## src/hdl/vgaPkg.sv

```systemverilog
package vgaPkg;

	// Bits per colour channel, RGB444
	localparam int colorWidth = 4;

	typedef struct packed {
		logic [colorWidth-1:0] red;
		logic [colorWidth-1:0] green;
		logic [colorWidth-1:0] blue;
	} pixelT;

	// One-hot raster phase, shared by both axes
	typedef enum logic [3:0] {
		sync       = 4'b0001,
		backPorch  = 4'b0010,
		active     = 4'b0100,
		frontPorch = 4'b1000
	} rasterStateT;

endpackage

```

## src/hdl/patternRenderer.sv

```systemverilog
`timescale 1ns/1ns

module patternRenderer
	import vgaPkg::*;
#(
	parameter int displayWidth = 640,
	parameter int displayHeight = 480,
	parameter int coordWidth = 10
) (
	input logic clockVGA,
	input logic rstN,
	input logic full,
	output logic push,
	output pixelT wrData
);

	localparam logic [coordWidth-1:0] xLast = coordWidth'(displayWidth - 1);
	localparam logic [coordWidth-1:0] yLast = coordWidth'(displayHeight - 1);

	logic [coordWidth-1:0] x;
	logic [coordWidth-1:0] y;
	logic [colorWidth-1:0] frameCount;
	logic running;

	// Held low through reset so nothing is pushed early
	always_ff @(posedge clockVGA) begin
		if (!rstN)
			running <= 1'b0;
		else
			running <= 1'b1;
	end

	assign push = running && !full;

	// Walk the active area; a full FIFO freezes the walk
	always_ff @(posedge clockVGA) begin
		if (!rstN) begin
			x <= '0;
			y <= '0;
			frameCount <= '0;
		end else if (push) begin
			if (x == xLast) begin
				x <= '0;
				if (y == yLast) begin
					y <= '0;
					frameCount <= frameCount + 1'b1;
				end else begin
					y <= y + 1'b1;
				end
			end else begin
				x <= x + 1'b1;
			end
		end
	end

	// Coordinate test pattern
	always_comb begin
		wrData.red = x[colorWidth-1:0];
		wrData.green = y[colorWidth-1:0];
		wrData.blue = frameCount;
	end

endmodule

```

## src/hdl/pixelFifo.sv

```systemverilog
`timescale 1ns/1ns

module pixelFifo
	import vgaPkg::*;
#(
	parameter type payloadT = pixelT,
	parameter int depth = 16
) (
	input logic clockVGA,
	input logic rstN,
	input logic push,
	input payloadT wrData,
	input logic pop,
	output payloadT rdData,
	output logic full,
	output logic empty
);

	localparam int ptrWidth = (depth > 1) ? $clog2(depth) : 1;
	localparam int countWidth = $clog2(depth + 1);

	payloadT mem [depth];
	logic [ptrWidth-1:0] wrPtr;
	logic [ptrWidth-1:0] rdPtr;
	logic [countWidth-1:0] count;
	logic doPush;
	logic doPop;

	function automatic logic [ptrWidth-1:0] nextPtr(input logic [ptrWidth-1:0] ptr);
		if (ptr == ptrWidth'(depth - 1))
			return '0;
		else
			return ptr + 1'b1;
	endfunction

	// Requests against a full or empty buffer are dropped
	assign doPush = push && !full;
	assign doPop = pop && !empty;

	always_ff @(posedge clockVGA) begin
		if (doPush)
			mem[wrPtr] <= wrData;
	end

	always_ff @(posedge clockVGA) begin
		if (!rstN) begin
			wrPtr <= '0;
			rdPtr <= '0;
			count <= '0;
		end else begin
			if (doPush)
				wrPtr <= nextPtr(wrPtr);
			if (doPop)
				rdPtr <= nextPtr(rdPtr);
			case ({doPush, doPop})
				2'b10: count <= count + 1'b1;
				2'b01: count <= count - 1'b1;
				default: count <= count;
			endcase
		end
	end

	// Show-ahead head entry
	assign rdData = mem[rdPtr];
	assign full = (count == countWidth'(depth));
	assign empty = (count == '0);

endmodule

```

## src/hdl/pixelOutput.sv

```systemverilog
`timescale 1ns/1ns

module pixelOutput
	import vgaPkg::*;
(
	input logic clockVGA,
	input logic rstN,
	input logic displayEnable,
	input logic hSyncRaw,
	input logic vSyncRaw,
	input pixelT rdData,
	input logic empty,
	output logic pop,
	output logic hSyncN,
	output logic vSyncN,
	output logic [colorWidth-1:0] red,
	output logic [colorWidth-1:0] green,
	output logic [colorWidth-1:0] blue,
	output logic underrun
);

	pixelT shownPixel;

	// One pixel consumed per active clock
	assign pop = displayEnable;

	// Colour and syncs leave on the same edge
	always_ff @(posedge clockVGA) begin
		if (!rstN) begin
			shownPixel <= '0;
			hSyncN <= 1'b1;
			vSyncN <= 1'b1;
		end else begin
			hSyncN <= ~hSyncRaw;
			vSyncN <= ~vSyncRaw;
			if (displayEnable && !empty)
				shownPixel <= rdData;
			else
				shownPixel <= '0;
		end
	end

	// Sticky until reset
	always_ff @(posedge clockVGA) begin
		if (!rstN)
			underrun <= 1'b0;
		else if (displayEnable && empty)
			underrun <= 1'b1;
	end

	assign red = shownPixel.red;
	assign green = shownPixel.green;
	assign blue = shownPixel.blue;

endmodule

```

## src/hdl/vgaDisplayTop.sv

```systemverilog
`timescale 1ns/1ns

module vgaDisplayTop
	import vgaPkg::*;
#(
	parameter int displayWidth = 640,
	parameter int displayHeight = 480,
	parameter int hSyncTime = 96,
	parameter int hBackTime = 48,
	parameter int hFrontTime = 16,
	parameter int vSyncTime = 2,
	parameter int vBackTime = 33,
	parameter int vFrontTime = 10,
	parameter int fifoDepth = 16,
	parameter int coordWidth = 10
) (
	input logic clockVGA,
	input logic rstN,
	output logic hSyncN,
	output logic vSyncN,
	output logic [colorWidth-1:0] red,
	output logic [colorWidth-1:0] green,
	output logic [colorWidth-1:0] blue,
	output logic underrun
);

	logic displayEnable;
	logic hSyncRaw;
	logic vSyncRaw;
	logic push;
	logic pop;
	logic full;
	logic empty;
	pixelT wrData;
	pixelT rdData;

	vgaTiming #(
		.displayWidth(displayWidth),
		.displayHeight(displayHeight),
		.hSyncTime(hSyncTime),
		.hBackTime(hBackTime),
		.hFrontTime(hFrontTime),
		.vSyncTime(vSyncTime),
		.vBackTime(vBackTime),
		.vFrontTime(vFrontTime),
		.coordWidth(coordWidth)
	) i_timing (
		.clockVGA(clockVGA),
		.rstN(rstN),
		.displayEnable(displayEnable),
		.hSyncRaw(hSyncRaw),
		.vSyncRaw(vSyncRaw)
	);

	patternRenderer #(
		.displayWidth(displayWidth),
		.displayHeight(displayHeight),
		.coordWidth(coordWidth)
	) i_renderer (
		.clockVGA(clockVGA),
		.rstN(rstN),
		.full(full),
		.push(push),
		.wrData(wrData)
	);

	pixelFifo #(
		.payloadT(pixelT),
		.depth(fifoDepth)
	) i_fifo (
		.clockVGA(clockVGA),
		.rstN(rstN),
		.push(push),
		.wrData(wrData),
		.pop(pop),
		.rdData(rdData),
		.full(full),
		.empty(empty)
	);

	pixelOutput i_output (
		.clockVGA(clockVGA),
		.rstN(rstN),
		.displayEnable(displayEnable),
		.hSyncRaw(hSyncRaw),
		.vSyncRaw(vSyncRaw),
		.rdData(rdData),
		.empty(empty),
		.pop(pop),
		.hSyncN(hSyncN),
		.vSyncN(vSyncN),
		.red(red),
		.green(green),
		.blue(blue),
		.underrun(underrun)
	);

endmodule

```

## src/hdl/vgaTiming.sv

```systemverilog
`timescale 1ns/1ns

module vgaTiming
	import vgaPkg::*;
#(
	parameter int displayWidth = 640,
	parameter int displayHeight = 480,
	parameter int hSyncTime = 96,
	parameter int hBackTime = 48,
	parameter int hFrontTime = 16,
	parameter int vSyncTime = 2,
	parameter int vBackTime = 33,
	parameter int vFrontTime = 10,
	parameter int coordWidth = 10
) (
	input logic clockVGA,
	input logic rstN,
	output logic displayEnable,
	output logic hSyncRaw,
	output logic vSyncRaw
);

	// Phase boundaries, each one past the last count of its phase
	localparam logic [coordWidth-1:0] hSyncEnd = coordWidth'(hSyncTime);
	localparam logic [coordWidth-1:0] hBackEnd = coordWidth'(hSyncTime + hBackTime);
	localparam logic [coordWidth-1:0] hActiveEnd =
		coordWidth'(hSyncTime + hBackTime + displayWidth);
	localparam logic [coordWidth-1:0] hLast =
		coordWidth'(hSyncTime + hBackTime + displayWidth + hFrontTime - 1);

	// Vertical phases are sized by the display height
	localparam logic [coordWidth-1:0] vSyncEnd = coordWidth'(vSyncTime);
	localparam logic [coordWidth-1:0] vBackEnd = coordWidth'(vSyncTime + vBackTime);
	localparam logic [coordWidth-1:0] vActiveEnd =
		coordWidth'(vSyncTime + vBackTime + displayHeight);
	localparam logic [coordWidth-1:0] vLast =
		coordWidth'(vSyncTime + vBackTime + displayHeight + vFrontTime - 1);

	logic [coordWidth-1:0] hCount;
	logic [coordWidth-1:0] vCount;
	rasterStateT hState;
	rasterStateT vState;

	function automatic rasterStateT decodeAxis(
		input logic [coordWidth-1:0] count,
		input logic [coordWidth-1:0] syncEnd,
		input logic [coordWidth-1:0] backEnd,
		input logic [coordWidth-1:0] activeEnd
	);
		if (count < syncEnd)
			return sync;
		else if (count < backEnd)
			return backPorch;
		else if (count < activeEnd)
			return active;
		else
			return frontPorch;
	endfunction

	// Counters start at the sync pulse
	always_ff @(posedge clockVGA) begin
		if (!rstN) begin
			hCount <= '0;
			vCount <= '0;
		end else if (hCount == hLast) begin
			hCount <= '0;
			if (vCount == vLast)
				vCount <= '0;
			else
				vCount <= vCount + 1'b1;
		end else begin
			hCount <= hCount + 1'b1;
		end
	end

	assign hState = decodeAxis(hCount, hSyncEnd, hBackEnd, hActiveEnd);
	assign vState = decodeAxis(vCount, vSyncEnd, vBackEnd, vActiveEnd);

	assign hSyncRaw = (hState == sync);
	assign vSyncRaw = (vState == sync);
	assign displayEnable = (hState == active) && (vState == active);

endmodule

```

## config.mk

```make
export PLATFORM = sky130hd
export DESIGN_NAME = vgaDisplayTop
export DESIGN_NICKNAME = d
export VERILOG_FILES = /design/src/hdl/vgaPkg.sv /design/src/hdl/patternRenderer.sv /design/src/hdl/pixelFifo.sv /design/src/hdl/pixelOutput.sv /design/src/hdl/vgaDisplayTop.sv /design/src/hdl/vgaTiming.sv
export SDC_FILE = /design/constraint.sdc
export NUM_CORES = 1
export LEC_CHECK = 0
export BUFFER_PORTS_ARGS = -buffer_cell sky130_fd_sc_hd__buf_2
export CORE_MARGIN = 2
export CORE_UTILIZATION = 65
export CTS_BUF_LIST = sky130_fd_sc_hd__clkbuf_2
export CTS_CLUSTER_DIAMETER = 100
export DETAILED_ROUTE_END_ITERATION = 6
export GPL_ROUTABILITY_DRIVEN = 0
export HOLD_SLACK_MARGIN = 0.12
export PLACE_DENSITY = 0.85
export RECOVER_POWER = 100
export SETUP_SLACK_MARGIN = 0.02
export SLEW_MARGIN = 25
export SYNTH_ARGS = -nofsm -noshare
export SYNTH_HDL_FRONTEND = slang
export SYNTH_HIERARCHICAL = 1
export SYNTH_SLANG_ARGS = --single-unit
```

## constraint.sdc

```tcl
create_clock -name clockVGA -period 5.2 [get_ports clockVGA]
set_clock_uncertainty 0.2 [all_clocks]
set_input_delay 1.3 -clock clockVGA [delete_from_list [all_inputs] [get_ports clockVGA]]
set_output_delay 1.3 -clock clockVGA [all_outputs]
set_load 0.03 [all_outputs]
```

==> key figures <==
Logic synthesis
  – Largest family of logic cells by synthesized area: multiplexers
  – Top post-synthesis cells by area: edfxtp_1 53%, dfxtp_1 14%, mux4_2 12%
  – Synth top cells by count: 192 x edfxtp_1, 77 x dfxtp_1, 60 x mux4_2, 31 x nor2_1
  – Prevailing post-synth register cell: edfxtp_1
  – Fraction of the mapped netlist area in adder cells: 1.602%
  – Yosys reg bits: 269
  – Synthesized area per cell: 16.03 µm²
  – Post-Synth Simple-Gate Area: 9.900%
  – Synth warn: 6
  – Sequential area share after synthesis: 66.84%
  – Multiplexer share of the synthesized area: 12.82%
  – Synth top area share: 52.74%
  – Netlist Area Pre-Place: 10930 µm²
  – Count leader, synth: edfxtp_1
  – Syn Inst Count: 682
  – Distinct cells, synth: 60
  – Synth area leader: edfxtp_1
  – Asr flop ratio synth: 0%
  – Post-synth EDFFs: 192
  – Complex-gate fraction of the synthesized area: 3.972%
  – Post-Syn Nets: 698
  – Synth Area in XOR/XNOR: 2.083%

Clocking
  – Clock Tree Root: clkbuf_2
  – H-tree levels: 2
  – Later-pin clock latency in the skew report: 0.86 ns
  – Clock buffer depth: 3
  – Clock Sinks: 269
  – # resized after CTS: 0
  – Post-CTS setup buffers: 0
  – CTS buffer count: 61
  – Cts-stage hold buffer count: 0
  – CTS tree: done
  – Clock transition at path regs: 0.11 ns

STA
  – Max-slew violation count: 0
  – Worst-margin pin slew: 1.397 ns
  – Final setup violating endpoints: 0
  – Peak Freq: 0.2644 GHz
  – Hold Vio Cnt, Final: 0
  – Minimum clock period: 3.782 ns
  – Final setup TNS: 0 ns
  – Period utilisation layout: 72.73%
  – Unrepaired setup endpoints after global routing: false
  – Relative slew slack: 6.813%

Worst setup path
  – Critical path type: reg -> reg
  – Required @ worst endpoint: 5.41 ns
  – Slowest cell on crit path: and2_0
  – Crit path max fanout: 13
  – Slowest Stage Delay on Critical Path: 1.03 ns
  – Worst setup SP type: register
  – CP arrival: 3.99 ns
  – CP Cell Sequence: or4_1, nor2_1, nor2b_1, o21ai_4, nor3_1, and2_0
  – CP endpoint kind: register

Placed design
  – Post-DP Area: 11100 µm²
  – Placed Instances: 883
  – Port bufs: 16
  – DP HPWL: 13.03 mm

Die
  – Row count: 47
  – I/O pin count: 17
  – Core box area: 16520 µm²
  – Die area: 17870 µm²
  – Chip Width: 133.7 µm
  – DIE HEIGHT: 133.7 µm
  – Starting Density: 66.15%

Routing
  – Routed vias/inst: 6.293
  – Drt drc: 0
  – Post-route ant nets: 0
  – Total number of vias: 6280
  – Routed length per instance: 21.63 µm
  – Drt initial violations: 644
  – First-pass DRT Iterations: 5
  – WL final: 21.59 mm

Global route
  – Total congestion overflow: 0
  – First-pass GRT wire length: 33.10 mm
  – Antenna violations before repair: 0
  – Largest net degree at the start of global routing: 49
  – Number of global-route vias before repair: 6265
  – GRT Util Overall: 24.67%

Cells and area
  – Fin nets: 743
  – Synthesis-to-finish area growth: 6.409%
  – Finished Layout Cells: 998
  – Design area: 11630 µm²
  – Post-layout util: 70.39%
  – Ratio of cells with drive above 1 in the final layout: 22.49%
  – Antenna Cells: 0
  – # fillers: 1019

Pwr
  – Tot Pwr: 3.740 mW
  – Leakage: 3.816 nW
  – Pwr dens: 321.5 nW/µm²
  – Maximum vdd drop: 0.2017 mV

Flow run
  – Max-cap viol count: 0

Outcome
  – Status: finished clean

Min path
  – HP Class: reg -> reg
==> kinds of logic (layout without fill, tap and decap cells) <==
logic type / after synthesis / after routing
compound gates: 67 / 67
xor+xnor: 26 / 26
fa+ha+maj: 14 / 14
buf+inv: 52 / 148
flops: 269 / 269
mux: 65 / 65
simple gates: 189 / 189
==> layout make-up <==
type                            count  area (µm²)  area share (%)
Sequential cell                   269        7313           62.87
Multi-Input combinational cell    361        3301           28.37
Clock inverter                     18       107.6          0.9250
Timing Repair Buffer               22       110.1          0.9465
Clock buffer                       96       480.5           4.130
Inverter                           12       45.04          0.3872
Tap cell                          220       275.3           2.366
==> where the power goes <==
group,leakage (nW),switching (mW),internal (mW)
logic,1.01,0.0464,0.0306
clock network,0.450,0.791,0.543
registers,2.35,0.0267,2.30
==> state kept, by name, indices dropped and copies added (netlist names), 5 cells and up, named ones only <==
name / count
i_fifo/count: 5
i_fifo/mem: 192
i_renderer/x: 10
i_renderer/y: 10
i_timing/hCount: 10
i_timing/vCount: 10
==> stage by stage <==
stage	worst slack [ns]	hold slack [ns]
3_5_place_dp	1.738	0.2832
4_1_cts	1.683	0.2992
3_3_place_gp	1.990	0.2484
2_1_floorplan	1.736	0.2299
5_1_grt	1.232	0.3446
6_report	1.418	0.2995
==> cells in the final DEF (no fill, tap or decap), types with 4 or more instances in the layout <==
| cell | n |
|---|---|
| edfxtp_1 | 192 |
| clkbuf_2 | 96 |
| dfxtp_1 | 74 |
| mux4_2 | 60 |
| nor2_1 | 31 |
| nand2_1 | 30 |
| a21oi_1 | 24 |
| and2_0 | 23 |
| clkbuf_1 | 20 |
| xor2_1 | 18 |
| o21ai_0 | 16 |
| nand4_1 | 16 |
| nand3_1 | 15 |
| ha_1 | 14 |
| clkinv_1 | 12 |
| or3_1 | 12 |
| inv_1 | 11 |
| or4_1 | 10 |
| nor3_1 | 8 |
| xnor2_1 | 8 |
| and2_1 | 7 |
| o31ai_1 | 6 |
| nor4b_1 | 5 |
| mux2i_1 | 5 |
| nor2b_1 | 5 |
| clkinv_2 | 4 |
==> worst max-delay path: cells and delay by family, from the launching register on <==
kind / cells / cell delay, ns
compound gates: 1 / 0.24
flops: 1 / 0.49
simple gates: 5 / 2.39
==> routing by layer <==
metal	track usage, %	up-vias	part of all wire (%)
met3	5.441	47	6.8
li1	-	2796	-
met4	8.806	0	2.5
met2	43.79	305	53
met1	29.97	3132	37
met5	0	-	0
==> path summary, 6_finish.rpt <==
path	start	end	slack, ns	cells after the start
min	i_timing/hCount[0]$_SDFF_PP0_	i_timing/hCount[0]$_SDFF_PP0_	0.30	1
max	i_fifo/count[2]$_SDFFE_PN0P_	i_fifo/mem[6][4]$_DFFE_PP_	1.42	6
min reg2reg	i_timing/hCount[0]$_SDFF_PP0_	i_timing/hCount[0]$_SDFF_PP0_	0.30	1
max reg2reg	i_fifo/count[2]$_SDFFE_PN0P_	i_fifo/mem[6][4]$_DFFE_PP_	1.42	6
Power figures use the tool's default switching activity.
